===== src/rvv_arch_pkg.sv =====
package rvv_arch_pkg;

  // vector register geometry
  localparam int VLEN        = 128;
  localparam int BYTE_WIDTH  = 8;
  localparam int HWORD_WIDTH = 16;
  localparam int WORD_WIDTH  = 32;
  localparam int VLENB       = VLEN / BYTE_WIDTH;

  // element counts per register
  localparam int NUM_HWORDS = VLEN / HWORD_WIDTH;
  localparam int NUM_WORDS  = VLEN / WORD_WIDTH;

  // scalar side
  localparam int XLEN = 32;

  // bookkeeping fields
  localparam int ROB_DEPTH_WIDTH = 3;
  localparam int UOP_INDEX_WIDTH = 3;

  typedef logic [VLEN-1:0]            vreg_t;
  typedef logic [VLENB-1:0]           vmask_t;
  typedef logic [XLEN-1:0]            xreg_t;
  typedef logic [ROB_DEPTH_WIDTH-1:0] rob_idx_t;
  typedef logic [UOP_INDEX_WIDTH-1:0] uop_idx_t;

  // one element at each supported width
  typedef logic [BYTE_WIDTH-1:0]  byte_t;
  typedef logic [HWORD_WIDTH-1:0] hword_t;
  typedef logic [WORD_WIDTH-1:0]  word_t;

  typedef enum logic [1:0] {
    EEW8  = 2'b00,
    EEW16 = 2'b01,
    EEW32 = 2'b10
  } eew_e;

endpackage


===== src/rvv_uop_pkg.sv =====
package rvv_uop_pkg;

  import rvv_arch_pkg::*;

  // operand form, from the instruction funct3 field
  typedef enum logic [2:0] {
    OPIVV = 3'b000,
    OPMVV = 3'b010,
    OPIVI = 3'b011,
    OPIVX = 3'b100,
    OPMVX = 3'b110
  } funct3_e;

  typedef enum logic [5:0] {
    VMINU      = 6'b000100,
    VMIN       = 6'b000101,
    VMAXU      = 6'b000110,
    VMAX       = 6'b000111,
    VXUNARY0   = 6'b010010,
    VMERGE_VMV = 6'b010111
  } funct6_e;

  // vs1 field selects the extension under VXUNARY0
  typedef enum logic [4:0] {
    VZEXT_VF4 = 5'b00100,
    VSEXT_VF4 = 5'b00101,
    VZEXT_VF2 = 5'b00110,
    VSEXT_VF2 = 5'b00111
  } vxunary_e;

  typedef enum logic [2:0] {
    OP_NONE,
    OP_MIN,
    OP_MAX,
    OP_MOVE,
    OP_MERGE,
    OP_EXTEND
  } alu_op_e;

  typedef struct packed {
    rob_idx_t rob_entry;
    funct6_e  funct6;
    funct3_e  funct3;
    logic     vm;
    vxunary_e vs1;
    vreg_t    vs1_data;
    logic     vs1_data_valid;
    vreg_t    vs2_data;
    logic     vs2_data_valid;
    xreg_t    rs1_data;
    logic     rs1_data_valid;
    vreg_t    v0_data;
    logic     v0_data_valid;
    eew_e     vd_eew;
    eew_e     vs2_eew;
    uop_idx_t uop_index;
  } alu_uop_t;

  typedef struct packed {
    logic     valid;
    alu_op_e  op;
    logic     is_signed;
    eew_e     eew;
    logic     ext_quarter;
    vreg_t    src1;
    vreg_t    src2;
    vmask_t   v0;
    rob_idx_t rob_entry;
  } alu_operands_t;

  typedef struct packed {
    rob_idx_t rob_entry;
    vreg_t    w_data;
    logic     ignore_vma;
  } alu_result_t;

endpackage


===== src/rvv_alu_extend.sv =====
`timescale 1ns/1ps

module rvv_alu_extend (
  input  rvv_uop_pkg::alu_operands_t operands,
  output rvv_arch_pkg::vreg_t        extended
);

  import rvv_arch_pkg::*;

  logic                    sgn;
  byte_t  [VLENB-1:0]      src_b;
  hword_t [NUM_HWORDS-1:0] src_h;
  hword_t [NUM_HWORDS-1:0] ext_b2h;
  word_t  [NUM_WORDS-1:0]  ext_h2w;
  word_t  [NUM_WORDS-1:0]  ext_b2w;

  assign sgn   = operands.is_signed;
  assign src_b = operands.src2;
  assign src_h = operands.src2;

  // only the low elements are read, the upper copies repeat them
  for (genvar i = 0; i < NUM_HWORDS; i++) begin : g_b2h
    assign ext_b2h[i] = {{(HWORD_WIDTH - BYTE_WIDTH){sgn & src_b[i][BYTE_WIDTH-1]}},
                         src_b[i]};
  end

  for (genvar i = 0; i < NUM_WORDS; i++) begin : g_to_word
    assign ext_h2w[i] = {{(WORD_WIDTH - HWORD_WIDTH){sgn & src_h[i][HWORD_WIDTH-1]}},
                         src_h[i]};
    assign ext_b2w[i] = {{(WORD_WIDTH - BYTE_WIDTH){sgn & src_b[i][BYTE_WIDTH-1]}},
                         src_b[i]};
  end

  always_comb begin
    if (operands.ext_quarter) begin
      // factor 4, 8 to 32
      extended = ext_b2w;
    end else if (operands.eew == EEW16) begin
      extended = ext_h2w;
    end else begin
      extended = ext_b2h;
    end
  end

endmodule


===== config.mk =====
export PLATFORM = sky130hd
export DESIGN_NAME = rvv_alu_extend
export DESIGN_NICKNAME = d
export VERILOG_FILES = /design/src/rvv_arch_pkg.sv /design/src/rvv_uop_pkg.sv /design/src/rvv_alu_extend.sv
export SDC_FILE = /design/constraint.sdc
export NUM_CORES = 1
export LEC_CHECK = 0
export ABC_AREA = 1
export BUFFER_PORTS_ARGS = -buffer_cell sky130_fd_sc_hd__buf_2
export CAP_MARGIN = 25
export CORE_AREA = 10 10 150 152
export DETAILED_ROUTE_END_ITERATION = 10
export DIE_AREA = 0 0 160 162
export PLACE_DENSITY = 0.45
export SLEW_MARGIN = 20
export SYNTH_ARGS = -nofsm -noshare
export SYNTH_HDL_FRONTEND = slang
export SYNTH_SLANG_ARGS = --single-unit
export TNS_END_PERCENT = 10

===== constraint.sdc =====
create_clock -name vclk -period 1.3
set_input_delay 0.195 -clock vclk [all_inputs]
set_output_delay 0.195 -clock vclk [all_outputs]
set_load 0.01 [all_outputs]

==> flow_summary.toml <==
[layout]
seq_area_um2 = 0
fillers = 2315
seq_cells = 0
multiInputGateArea_um2 = 1100
clock_buffers = 0
layout-area-overhead-vs-synth_pct = 87.5
final_util = 0.145
drive_above_1_share = 0.542
fin_nets = 741

[timing]
fmax_mhz = 786
report.final.slew_viol_count = 0
hold_violations = 0
setup_viol = 0
rsz0062_at_grt = "yes"
setup_slack_ns = 0.0273
tightest_slew_ns = 0.273
finalCritPeriodShare = 0.979
max_slew_margin = 0.818
post-route-min-period_ns = 1.27

[placed_design]
pre_cts_slack_ns = -0.194
io_buffers = 182
routabilityCongestion = 0.749
dp_hpwl_um = 10500

[detailed_routing]
drt-initial-drc-count = 174
postRouteAntennaNets = 0
post_drt_wl_per_cell_um = 16.3
wl_um = 11800
drc = 0
vias = 2611
viasPerCell = 3.59
drt_first_pass_iters = 4

[grt]
grt_use_met1 = 0.101
grt_pass1_vias = 2582
gr-usage-met2 = 0.130
grt_max_degree = 23
antenna_found_initial = 14
grt_pass1_wl_um = 16600
busiest_layer = "met2"
grt_remaining_overflow = 0
grtUsageTotal = 0.0820
globalRouteMet3Util = 0.0458

[floorplan]
core_region_area_um2 = 19400
start_util = 0.0771
die_w_um = 160
fp.dieH_um = 162
die_area_um2 = 25900
rows = 51
io_pins = 411

[setup_path]
cp-end-kind = "output port"
crit_path_start_kind = "input port"
critPathArrivalTime_ns = 1.08
crit_path_max_fanout = 8
crit_type = "in -> out"
cp.required_ns = 1.11

[synth]
syn_avg_cell_area_um2 = 5.12
synthCells = 292
yosysUniqueCellTypes = 18
syn-num-nets = 575
yosysWarnings = 0
syn-cell-area_um2 = 1500
ys_seq_area_frac = 0

[power_and_ir_drop]
power_density_nw_per_um2 = 403
vdd_drop_max_v = 0.000133
power.static_leakage_nw = 1.72

[min_path]
worstHoldPathType = "in -> out"

[clock_tree]
cts_setup_buffers = 0
ctsHoldBuffers = 0

[run]
timing.max_cap.violations = 0

[run_status]
status = "finished clean"
==> per-layer routing <==
metal | routed length (µm) | share of wire
met1 | 5240 | 0.44
met2 | 4990 | 0.42
met5 | 87 | 0.0073
met3 | 1510 | 0.13
met4 | 11 | 0.00093
==> worst max-delay path: stages <==
cell	delay (ns)
buf_6	0.13
buf_4	0.16
nor2_1	0.13
nand3_2	0.18
nand3_1	0.12
buf_2	0.15
==> metrics by stage <==
step	hold slack [ns]	std cells	area (µm²)	TNS, ns	power, mW
after floorplan	0.482	292	1500	-1.41	0.605
after global placement	0.390	721	2700	-8.68	1.13
after detailed placement	0.390	721	2700	-8.05	1.13
after CTS	0.390	721	2730	0	1.14
after global routing	0.390	725	2800	-1.07	1.25
final	0.390	728	2800	0	1.13
==> cell families (layout without fill, tap and decap cells) <==
kind of cell           Yosys count  after routing  synth area share
AND/OR/NAND/NOR                190            190             0.607
other                            0              7                 0
AO/OA/AOI/OAI                   25             25            0.0879
buffers and inverters           77            241             0.305
==> cells in the final DEF (no fill, tap or decap), drive strengths merged <==
cell      n
nor2      9
nand2    74
diode     7
nand3    85
o21ai    23
a21oi     1
o21bai    1
inv      17
nand4    22
buf     224
==> what timing repair did <==
action	CTS	global route
endpoints found under the hold margin	0	0
gates resized for setup	11	11
setup endpoints to repair	103	55
gates cloned	0	0
pin swaps	0	2
==> power breakdown <==
part | internal [mW] | total, mW | switching [mW]
sequential | 0 | 0 | 0
clock | 0.000000722 | 0.000000722 | 0
combinational | 0.473 | 1.13 | 0.658
total | 0.473 | 1.13 | 0.658
==> final cells by class <==
class / count / share of cell area
Antenna cell: 7 / 0.00625
Inverter: 17 / 0.0237
Multi-Input combinational cell: 215 / 0.393
Tap cell: 265 / 0.118
Timing Repair Buffer: 224 / 0.459
==> cell usage after synthesis (all sizes together) <==
master | n | area share
nor2 | 9 | 0.026
nand4 | 22 | 0.092
o21bai | 1 | 0.0050
buf | 51 | 0.24
nand3 | 85 | 0.30
clkbuf | 9 | 0.023
inv | 17 | 0.043
nand2 | 74 | 0.19
o21ai | 23 | 0.080
a21oi | 1 | 0.0033
==> final timing paths <==
check	from	slack, ns	depth (start not counted)	to
max	operands[275]	0.03	6	extended[78]
min	operands[22]	0.39	0	extended[3]
Note: power is estimated with default switching activity, not from simulation.
