[config.mk]
export PLATFORM = sky130hd
export DESIGN_NAME = rvv_alu_minmax
export DESIGN_NICKNAME = d
export VERILOG_FILES = /design/src/rvv_arch_pkg.sv /design/src/rvv_uop_pkg.sv /design/src/rvv_alu_minmax.sv
export SDC_FILE = /design/constraint.sdc
export NUM_CORES = 1
export LEC_CHECK = 0
export ABC_AREA = 1
export BUFFER_PORTS_ARGS = -buffer_cell sky130_fd_sc_hd__buf_2
export CAP_MARGIN = 20
export CORE_AREA = 2 2 161 163
export DETAILED_ROUTE_END_ITERATION = 16
export DIE_AREA = 0 0 163 165
export GPL_TIMING_DRIVEN = 0
export MAX_ROUTING_LAYER = met4
export PLACE_DENSITY_LB_ADDON = 0.3
export SYNTH_ARGS = -nofsm -noshare
export SYNTH_HDL_FRONTEND = slang
export SYNTH_SLANG_ARGS = --single-unit
[constraint.sdc]
create_clock -name vclk -period 6.45
set_input_delay 1.29 -clock vclk [all_inputs]
set_output_delay 1.29 -clock vclk [all_outputs]
set_load 0.005 [all_outputs]
[src/rvv_arch_pkg.sv]
package rvv_arch_pkg;

  // vector register geometry
  localparam int VLEN        = 128;
  localparam int BYTE_WIDTH  = 8;
  localparam int HWORD_WIDTH = 16;
  localparam int WORD_WIDTH  = 32;
  localparam int VLENB       = VLEN / BYTE_WIDTH;

  // element counts per register
  localparam int NUM_HWORDS = VLEN / HWORD_WIDTH;
  localparam int NUM_WORDS  = VLEN / WORD_WIDTH;

  // scalar side
  localparam int XLEN = 32;

  // bookkeeping fields
  localparam int ROB_DEPTH_WIDTH = 3;
  localparam int UOP_INDEX_WIDTH = 3;

  typedef logic [VLEN-1:0]            vreg_t;
  typedef logic [VLENB-1:0]           vmask_t;
  typedef logic [XLEN-1:0]            xreg_t;
  typedef logic [ROB_DEPTH_WIDTH-1:0] rob_idx_t;
  typedef logic [UOP_INDEX_WIDTH-1:0] uop_idx_t;

  // one element at each supported width
  typedef logic [BYTE_WIDTH-1:0]  byte_t;
  typedef logic [HWORD_WIDTH-1:0] hword_t;
  typedef logic [WORD_WIDTH-1:0]  word_t;

  typedef enum logic [1:0] {
    EEW8  = 2'b00,
    EEW16 = 2'b01,
    EEW32 = 2'b10
  } eew_e;

endpackage

[src/rvv_uop_pkg.sv]
package rvv_uop_pkg;

  import rvv_arch_pkg::*;

  // operand form, from the instruction funct3 field
  typedef enum logic [2:0] {
    OPIVV = 3'b000,
    OPMVV = 3'b010,
    OPIVI = 3'b011,
    OPIVX = 3'b100,
    OPMVX = 3'b110
  } funct3_e;

  typedef enum logic [5:0] {
    VMINU      = 6'b000100,
    VMIN       = 6'b000101,
    VMAXU      = 6'b000110,
    VMAX       = 6'b000111,
    VXUNARY0   = 6'b010010,
    VMERGE_VMV = 6'b010111
  } funct6_e;

  // vs1 field selects the extension under VXUNARY0
  typedef enum logic [4:0] {
    VZEXT_VF4 = 5'b00100,
    VSEXT_VF4 = 5'b00101,
    VZEXT_VF2 = 5'b00110,
    VSEXT_VF2 = 5'b00111
  } vxunary_e;

  typedef enum logic [2:0] {
    OP_NONE,
    OP_MIN,
    OP_MAX,
    OP_MOVE,
    OP_MERGE,
    OP_EXTEND
  } alu_op_e;

  typedef struct packed {
    rob_idx_t rob_entry;
    funct6_e  funct6;
    funct3_e  funct3;
    logic     vm;
    vxunary_e vs1;
    vreg_t    vs1_data;
    logic     vs1_data_valid;
    vreg_t    vs2_data;
    logic     vs2_data_valid;
    xreg_t    rs1_data;
    logic     rs1_data_valid;
    vreg_t    v0_data;
    logic     v0_data_valid;
    eew_e     vd_eew;
    eew_e     vs2_eew;
    uop_idx_t uop_index;
  } alu_uop_t;

  typedef struct packed {
    logic     valid;
    alu_op_e  op;
    logic     is_signed;
    eew_e     eew;
    logic     ext_quarter;
    vreg_t    src1;
    vreg_t    src2;
    vmask_t   v0;
    rob_idx_t rob_entry;
  } alu_operands_t;

  typedef struct packed {
    rob_idx_t rob_entry;
    vreg_t    w_data;
    logic     ignore_vma;
  } alu_result_t;

endpackage

[src/rvv_alu_minmax.sv]
`timescale 1ns/1ps

module rvv_alu_minmax (
  input  rvv_uop_pkg::alu_operands_t operands,
  output rvv_arch_pkg::vreg_t        minmax
);

  import rvv_arch_pkg::*;
  import rvv_uop_pkg::*;

  logic                      take_max;
  logic                      sgn;
  byte_t  [VLENB-1:0]        src1_b;
  byte_t  [VLENB-1:0]        src2_b;
  hword_t [NUM_HWORDS-1:0]   src1_h;
  hword_t [NUM_HWORDS-1:0]   src2_h;
  word_t  [NUM_WORDS-1:0]    src1_w;
  word_t  [NUM_WORDS-1:0]    src2_w;
  byte_t  [VLENB-1:0]        res_b;
  hword_t [NUM_HWORDS-1:0]   res_h;
  word_t  [NUM_WORDS-1:0]    res_w;

  // operands arrive widened to WORD_WIDTH+1, so one compare serves every eew
  function automatic word_t pick_lane(input logic signed [WORD_WIDTH:0] a,
                                      input logic signed [WORD_WIDTH:0] b,
                                      input logic                       want_max);
    logic a_lt_b;
    a_lt_b = a < b;
    return (a_lt_b ^ want_max) ? a[WORD_WIDTH-1:0] : b[WORD_WIDTH-1:0];
  endfunction

  assign take_max = (operands.op == OP_MAX);
  assign sgn      = operands.is_signed;

  assign src1_b = operands.src1;
  assign src2_b = operands.src2;
  assign src1_h = operands.src1;
  assign src2_h = operands.src2;
  assign src1_w = operands.src1;
  assign src2_w = operands.src2;

  for (genvar i = 0; i < VLENB; i++) begin : g_byte
    assign res_b[i] = byte_t'(pick_lane(
      {{(WORD_WIDTH + 1 - BYTE_WIDTH){sgn & src2_b[i][BYTE_WIDTH-1]}}, src2_b[i]},
      {{(WORD_WIDTH + 1 - BYTE_WIDTH){sgn & src1_b[i][BYTE_WIDTH-1]}}, src1_b[i]},
      take_max));
  end

  for (genvar i = 0; i < NUM_HWORDS; i++) begin : g_hword
    assign res_h[i] = hword_t'(pick_lane(
      {{(WORD_WIDTH + 1 - HWORD_WIDTH){sgn & src2_h[i][HWORD_WIDTH-1]}}, src2_h[i]},
      {{(WORD_WIDTH + 1 - HWORD_WIDTH){sgn & src1_h[i][HWORD_WIDTH-1]}}, src1_h[i]},
      take_max));
  end

  for (genvar i = 0; i < NUM_WORDS; i++) begin : g_word
    assign res_w[i] = pick_lane({sgn & src2_w[i][WORD_WIDTH-1], src2_w[i]},
                                {sgn & src1_w[i][WORD_WIDTH-1], src1_w[i]},
                                take_max);
  end

  always_comb begin
    case (operands.eew)
      EEW8:    minmax = res_b;
      EEW16:   minmax = res_h;
      default: minmax = res_w;
    endcase
  end

endmodule

==> impl_results.md <==
- Initial DRC count: 1,965
- Largest net degree at the start of global routing: 11
- Min Hold Slack: 2880 ps
- Max-cap viol count: 0
- CP Launch Type: input port
- Leakage: 9.10 nW
- Initial core utilization: 0.479
- Core area: 25,000 sq um
- Commonest non-fill, non-tap cell in the layout: nand2_1
- Initial antenna violation count: 11
- Hold Path Class: input port to output pin
- Gr ovfl total: 0
- # rows: 58
- Vias/cell: 5.54
- Hold-fix buffers at CTS: 0
- Via Count: 17,675
- Crit path time final: 5260 ps
- Syn Inst Count: 2,454
- Layout cell share with drive strength beyond 1: 0.182
- Final ANT Viol Nets: 0
- DRC: 0
- Area of the mapped netlist: 12,000 sq um
- Max VDD drop: 0.0000671 V
- Unique masters post-synth: 35
- Post-Route WL: 49,300 um
- Most frequent cells in the layout: 785 x nand2_1, 711 x nand3_1, 437 x buf_2, 399 x inv_1, 141 x nor2_1
- Syn Area/Cell: 4.88 sq um
- Worst slew pin tran: 902 ps
- Slew Viols, Final: 0
- I/O Buffers: 390
- Critical path origin: operands[277]
- Post-DP HPWL: 39,200 um
- Vias in the first global route: 16,004
- Die width: 163 um
- GPL Wtd Cong: 1.01
- Fin. Hold Viols: 0
- PwrDens: 108 nW/um^2
- Synthesized Nets: 2,873
- Worst Path Required: 5160 ps
- Yosys warns: 0
- Drt first pass iters: 6
- HP Start: operands[273]
- Register area: 0 sq um
- Die height: 165 um
- Critical path capture point type: output pin
- RSZ-0062 raised after global routing: false
- Setup Buffers After CTS: 0
- Total Power: 0.00155 W
- Area growth syn-to-layout: 20.1%
- Max frequency: 0.190 GHz
- WL/cell: 15.4 um
- Full die area: 26,900 sq um
- Final setup fails: 0
- Ports: 411
- Status: complete, no violations
- Cts repair resizes: 0
- Tot GR Track Use: 0.357
- Final setup TNS: 0 ps
- Nets: 3,265
- First-pass GRT wire length: 77,300 um
- Largest fanout on the critical path: 10
- Seq cells: 0
- Post-Layout Cell Count: 3,190
- Setup CP Type: input port to output pin
- Final period util: 0.816
- Slew HR: 0.399
- WP data arrival: 3970 ps
- Placed cell count: 3,174
- Clk_buf instances: 0
- Register area share after synthesis: 0
[logic make-up after synthesis]
logic type	count (synthesis)	synth area share
AOI/OAI and AO/OA	85	0.0394
xor gates and xnor gates	16	0.0142
adders and majority gates	136	0.142
buffers and inverters	504	0.169
and+or+nand+nor	1713	0.635
[stage by stage]
stage / util / area (sq um) / setup slack, ps
4_1_cts: 0.573 / 14300 / 1300
6_report: 0.575 / 14400 / 1190
2_1_floorplan: - / 12000 / 2280
3_5_place_dp: 0.573 / 14300 / 1320
3_3_place_gp: 0.573 / 14300 / 1340
5_1_grt: 0.574 / 14400 / 1200
[area by class of cell]
type                            count  area (sq um)
Antenna cell                       16          40.0
Buffer                             95           494
Fill cell                        2710         10600
Inverter                          409          1540
Multi-Input combinational cell   1950          9950
Tap cell                          330           413
Timing Repair Buffer              390          1950
[power breakdown]
group / switching, W / total [W] / internal [W] / leakage (nW)
logic: 0.000991 / 0.00155 / 0.000558 / 9.10
clock network: 0 / 0.000000000333 / 0.000000000332 / 0.000101
registers: 0 / 0 / 0 / 0
[final timing paths]
check             slack, ps  cells past startpoint          end
setup / recovery       1190                      7   minmax[73]
hold / removal         2880                      4  minmax[126]
[worst max-delay path: stages]
cell	delay, ps
buf_2	120
nor2_1	660
clkbuf_1	750
clkbuf_1	640
nand3_1	160
nand3_1	190
buf_2	140
[Yosys cell counts, types with 10 or more instances]
cell	n	area share
nor2_1	141	0.044
inv_1	399	0.12
nand4_1	11	0.0057
buf_2	47	0.020
ha_1	136	0.14
a21oi_1	69	0.029
nand3_2	15	0.013
nand3_1	711	0.30
nand2_2	22	0.011
xor2_1	10	0.0073
clkbuf_1	26	0.0081
nand2_1	785	0.25
[layer usage]
| layer | vias to the layer above | wire, um | share of wire | global-route usage |
|---|---|---|---|---|
| li1 | 8676 | - | - | - |
| met1 | 7884 | 20000 | 0.40 | 0.446 |
| met2 | 987 | 22800 | 0.46 | 0.588 |
| met3 | 128 | 4660 | 0.094 | 0.0387 |
| met4 | 0 | 1890 | 0.038 | 0.147 |
| met5 | - | 0 | 0 | - |
(Power assumes the default switching activity.)
