<file path="src/rvv_arch_pkg.sv">
package rvv_arch_pkg;

  // vector register geometry
  localparam int VLEN        = 128;
  localparam int BYTE_WIDTH  = 8;
  localparam int HWORD_WIDTH = 16;
  localparam int WORD_WIDTH  = 32;
  localparam int VLENB       = VLEN / BYTE_WIDTH;

  // element counts per register
  localparam int NUM_HWORDS = VLEN / HWORD_WIDTH;
  localparam int NUM_WORDS  = VLEN / WORD_WIDTH;

  // scalar side
  localparam int XLEN = 32;

  // bookkeeping fields
  localparam int ROB_DEPTH_WIDTH = 3;
  localparam int UOP_INDEX_WIDTH = 3;

  typedef logic [VLEN-1:0]            vreg_t;
  typedef logic [VLENB-1:0]           vmask_t;
  typedef logic [XLEN-1:0]            xreg_t;
  typedef logic [ROB_DEPTH_WIDTH-1:0] rob_idx_t;
  typedef logic [UOP_INDEX_WIDTH-1:0] uop_idx_t;

  // one element at each supported width
  typedef logic [BYTE_WIDTH-1:0]  byte_t;
  typedef logic [HWORD_WIDTH-1:0] hword_t;
  typedef logic [WORD_WIDTH-1:0]  word_t;

  typedef enum logic [1:0] {
    EEW8  = 2'b00,
    EEW16 = 2'b01,
    EEW32 = 2'b10
  } eew_e;

endpackage

</file>
<file path="src/rvv_uop_pkg.sv">
package rvv_uop_pkg;

  import rvv_arch_pkg::*;

  // operand form, from the instruction funct3 field
  typedef enum logic [2:0] {
    OPIVV = 3'b000,
    OPMVV = 3'b010,
    OPIVI = 3'b011,
    OPIVX = 3'b100,
    OPMVX = 3'b110
  } funct3_e;

  typedef enum logic [5:0] {
    VMINU      = 6'b000100,
    VMIN       = 6'b000101,
    VMAXU      = 6'b000110,
    VMAX       = 6'b000111,
    VXUNARY0   = 6'b010010,
    VMERGE_VMV = 6'b010111
  } funct6_e;

  // vs1 field selects the extension under VXUNARY0
  typedef enum logic [4:0] {
    VZEXT_VF4 = 5'b00100,
    VSEXT_VF4 = 5'b00101,
    VZEXT_VF2 = 5'b00110,
    VSEXT_VF2 = 5'b00111
  } vxunary_e;

  typedef enum logic [2:0] {
    OP_NONE,
    OP_MIN,
    OP_MAX,
    OP_MOVE,
    OP_MERGE,
    OP_EXTEND
  } alu_op_e;

  typedef struct packed {
    rob_idx_t rob_entry;
    funct6_e  funct6;
    funct3_e  funct3;
    logic     vm;
    vxunary_e vs1;
    vreg_t    vs1_data;
    logic     vs1_data_valid;
    vreg_t    vs2_data;
    logic     vs2_data_valid;
    xreg_t    rs1_data;
    logic     rs1_data_valid;
    vreg_t    v0_data;
    logic     v0_data_valid;
    eew_e     vd_eew;
    eew_e     vs2_eew;
    uop_idx_t uop_index;
  } alu_uop_t;

  typedef struct packed {
    logic     valid;
    alu_op_e  op;
    logic     is_signed;
    eew_e     eew;
    logic     ext_quarter;
    vreg_t    src1;
    vreg_t    src2;
    vmask_t   v0;
    rob_idx_t rob_entry;
  } alu_operands_t;

  typedef struct packed {
    rob_idx_t rob_entry;
    vreg_t    w_data;
    logic     ignore_vma;
  } alu_result_t;

endpackage

</file>
<file path="src/rvv_alu_result_stage.sv">
`timescale 1ns/1ps

module rvv_alu_result_stage (
  input  logic                       clk,
  input  logic                       rst,
  input  rvv_uop_pkg::alu_operands_t operands,
  input  rvv_arch_pkg::vreg_t        minmax,
  input  rvv_arch_pkg::vreg_t        extended,
  output logic                       result_valid,
  output rvv_uop_pkg::alu_result_t   result
);

  import rvv_arch_pkg::*;
  import rvv_uop_pkg::*;

  byte_t  [VLENB-1:0]      src1_b;
  byte_t  [VLENB-1:0]      src2_b;
  hword_t [NUM_HWORDS-1:0] src1_h;
  hword_t [NUM_HWORDS-1:0] src2_h;
  word_t  [NUM_WORDS-1:0]  src1_w;
  word_t  [NUM_WORDS-1:0]  src2_w;
  byte_t  [VLENB-1:0]      merge_b;
  hword_t [NUM_HWORDS-1:0] merge_h;
  word_t  [NUM_WORDS-1:0]  merge_w;
  vreg_t                   merged;
  alu_result_t             result_next;

  assign src1_b = operands.src1;
  assign src2_b = operands.src2;
  assign src1_h = operands.src1;
  assign src2_h = operands.src2;
  assign src1_w = operands.src1;
  assign src2_w = operands.src2;

  // mask bit 1 takes src1, bit 0 keeps src2
  for (genvar i = 0; i < VLENB; i++) begin : g_merge_b
    assign merge_b[i] = operands.v0[i] ? src1_b[i] : src2_b[i];
  end

  for (genvar i = 0; i < NUM_HWORDS; i++) begin : g_merge_h
    assign merge_h[i] = operands.v0[i] ? src1_h[i] : src2_h[i];
  end

  for (genvar i = 0; i < NUM_WORDS; i++) begin : g_merge_w
    assign merge_w[i] = operands.v0[i] ? src1_w[i] : src2_w[i];
  end

  always_comb begin
    case (operands.eew)
      EEW8:    merged = merge_b;
      EEW16:   merged = merge_h;
      default: merged = merge_w;
    endcase
  end

  always_comb begin
    result_next.rob_entry  = operands.rob_entry;
    result_next.ignore_vma = (operands.op == OP_MERGE);
    case (operands.op)
      OP_MIN, OP_MAX: result_next.w_data = minmax;
      OP_MOVE:        result_next.w_data = operands.src1;
      OP_MERGE:       result_next.w_data = merged;
      OP_EXTEND:      result_next.w_data = extended;
      default:        result_next.w_data = '0;
    endcase
  end

  always_ff @(posedge clk) begin
    if (rst) begin
      result_valid <= 1'b0;
      result       <= '0;
    end else begin
      result_valid <= operands.valid;
      if (operands.valid) begin
        result <= result_next;
      end
    end
  end

  a_idle_after_rst: assert property (@(posedge clk) rst |=> !result_valid)
    else $error("result_valid high right after reset");

endmodule

</file>
<file path="config.mk">
export PLATFORM = sky130hd
export DESIGN_NAME = rvv_alu_result_stage
export DESIGN_NICKNAME = d
export VERILOG_FILES = /design/src/rvv_arch_pkg.sv /design/src/rvv_uop_pkg.sv /design/src/rvv_alu_result_stage.sv
export SDC_FILE = /design/constraint.sdc
export NUM_CORES = 1
export LEC_CHECK = 0
export BUFFER_PORTS_ARGS = -buffer_cell sky130_fd_sc_hd__buf_2
export CORE_AREA = 2 2 259 261
export CTS_BUF_LIST = sky130_fd_sc_hd__clkbuf_2 sky130_fd_sc_hd__clkbuf_4 sky130_fd_sc_hd__clkbuf_8
export DETAILED_ROUTE_END_ITERATION = 8
export DIE_AREA = 0 0 261 263
export SLEW_MARGIN = 10
export SYNTH_ARGS = -nofsm -noshare
export SYNTH_HDL_FRONTEND = slang
export SYNTH_SLANG_ARGS = --single-unit
</file>
<file path="constraint.sdc">
create_clock -name clk -period 5.7 [get_ports clk]
set_input_delay 1.71 -clock clk [delete_from_list [all_inputs] [get_ports clk]]
set_output_delay 1.71 -clock clk [all_outputs]
set_load 0.05 [all_outputs]
</file>
==> metrics.txt <==
arrival time worst endpoint approximately 4.3 ns; routed wl met3 between 4000 and 5000 µm; CP Class input pin to register; Final Power 2.91 mW; Hold Slack 0.459 ns; GRT Util Overall 0.178; Fill cells 7,367; Crit path largest cell delay about 0.9 ns; M1 WL 27,300 µm; Post-synth EDFFs 0; Synth Area in Adders 0; count of final hold-check violations 0; DRC 0; Placer Congestion ~0.9; Max-Slew Margin vs Limit 0.249; critical path capture point type register; startpoint types input pin; cts hold-fix bufs 0; antenna violations before repair 9; Post-Synth XOR/XNOR Area 0.00162; count leader, synth nand2_1; Rows 94; H-tree levels 4; post-route design area 15,300 µm²; Syn-to-layout area delta 41.8%; Bufs and invs on worst path 2; layout cell share with drive strength beyond 1 0.410; Die Width ~260 µm; post-cts resize count 0; first-pass GRT wire length 91,600 µm; placed cell area 14,900 µm²; die area between 60,000 and 70,000 µm²; Worst Hold Path Cells 2; Setup TNS 0 ns; area of the core approximately 66,000 µm²; wire per inst ~23 µm; Lkg Pwr around 6 nW; clock latency on the worst-skew pair about 0.54 ns; R2R depth 3; FF-to-FF setup slack roughly 4.5 ns; register area 2660 µm²; Vias approximately 15k; PortBufs ~670; Cells after Synth 1,337; CP top delay family compound AO/OA/AOI/OAI gates; worst hold start result[5]; Pre-Repair DR Iteration Count 6; CP max stage cell a22oi_2; PwrDens about 190 nW/µm²; MaxCap Viol Count 0; TritonCTS clock tree done; Mean Syn Cell Area between 8 and 9 µm²; CTS sink cnt 133; dpl hpwl between 40,000 and 50,000 µm; Max Clk Rate 0.258 GHz; min-delay worst type register to register; crit-path max FO 11; largest net degree at the start of global routing 96; status finished clean; Worst VDD drop ~0.15 mV; buffer count from post-CTS setup fixing 0; gr ovfl total 0; post-route ant nets 0; final WL between 60,000 and 70,000 µm; worst flop-to-flop path startpoint result[119]; main combinational cell family by area after synthesis compound AO/OA/AOI/OAI gates; final slew viol count 0; Final Critical Period just under 4 ns; initial core utilization 0.165; CP required around 6.2 ns; period utilization 0.680; DR iter-0 viols about 1.3k; DIE HEIGHT around 260 µm; reg-to-reg endpoint result[119]; I/O pins between 600 and 700; metal2 WL 30,300 µm; area of the multi-input gates about 7500 µm²; Top Layer Used met5; Tightest Pin Transition about 1.1 ns; Vias/cell about 5.2; simple-gate share of the synthesized area 0.154; crit path cell chain buf_2 > nand3b_1 > a22oi_2 > buf_4 > a221oi_1 > a221oi_1; clock skew 0 ns; maximum clock path buffer count 2; Synthesized Nets between 1.5k and 2k; Synth Register Bits approximately 130; sequential fraction of the synthesis area 0.246; Nets 2,452; Netlist cell types 55; RSZ-0062 raised after global routing false; Hold Crit Endpoint result[5]; Compound-Gate Fraction of Synth Area 0.502; CTS Buf Count 17; multiplexer area fraction after synthesis 0.0289; Post-synth top cells 213 x nand2_1, 192 x a221oi_1, 133 x dfxtp_1, 114 x a22o_1, 87 x clkbuf_1; ys async rst share 0; crit-path most repeated cell a221oi_1; warnings from Yosys 0; CTS clk-pin slew, worst paths around 0.09 ns; Top FF cell, synth dfxtp_1; top cells by area, synth dfxtp_1 25%, a221oi_1 16%, a22o_1 9.2%; Setup-failing EPs final 0; Yosys top cell area share 0.246; vias in the first global route ~14k; CTS root buf clkbuf_8; mapped cell area 10,800 µm²; Yosys top cell by area dfxtp_1
-- worst max-delay path by stage --
stage	start	endpoint	cells past startpoint
after CTS	operands[279]	result[37]	6
after floorplan	operands[276]	result[91]	6
after global placement	operands[279]	result[40]	6
after detailed placement	operands[279]	result[34]	6
after global routing	operands[279]	result[70]	5
final	operands[279]	result[34]	6
-- cell type report --
type | instances | share of cell area
Timing Repair Buffer | 706 | 0.240
Tap cell | 864 | 0.0705
Clock inverter | 10 | 0.00864
Clock buffer | 21 | 0.0172
Multi-Input combinational cell | 1043 | 0.487
Inverter | 10 | 0.00277
Sequential cell | 133 | 0.174
Antenna cell | 6 | 0.000978
-- routing by layer --
metal,vias to the layer above,track usage
met4,4,0.0639
li1,6601,-
met5,-,0
met2,724,0.299
met3,107,0.0386
met1,7123,0.223
-- worst reg2reg max path, delay by kind of cell, from the launching register on --
family | cells | cell delay (ns)
AO/OA/AOI/OAI | 3 | 0.67
flip-flops | 1 | 0.36
-- per-stage QoR --
stage / util / setup WS (ns) / cells
floorplan: - / 2.44 / 1337
global placement: 0.228 / 1.19 / 2756
detailed placement: 0.228 / 1.11 / 2756
CTS: 0.234 / 1.76 / 2787
global route: 0.234 / 1.64 / 2792
finish: 0.234 / 1.82 / 2793
-- layout by cell type, fill, tap and decap left out, types with 12 or more instances in the layout --
master and n:
a21oi_1 50, a32oi_1 85, buf_4 34, dfxtp_1 133, nand2b_1 27, a211oi_1 17
a21o_1 86, nand2_1 213, nor2_1 22, a221oi_2 12, mux2i_1 20, nand3b_1 17
clkbuf_8 17, o21ai_0 44, a22o_1 114, a221oi_1 192, buf_2 668
-- flip-flops by register name, indices dropped and copies added, names as in the netlist --
register      cells
result          132
result_valid      1
-- power breakdown --
| part | internal [mW] | leakage (nW) | total [mW] | switching (mW) |
|---|---|---|---|---|
| Sequential | 0.968 | 1.08 | 0.997 | 0.0293 |
| Combinational | 0.376 | 4.91 | 1.01 | 0.631 |
| Clock | 0.445 | 0.199 | 0.903 | 0.458 |
-- kinds of logic after synthesis --
logic type                after synthesis
buffers and inverters                 161
xor gates and xnor gates                2
muxes                                  30
AOI/OAI and AO/OA                     664
and+or+nand+nor                       347
DFF                                   133
(Power assumes the default switching activity.)
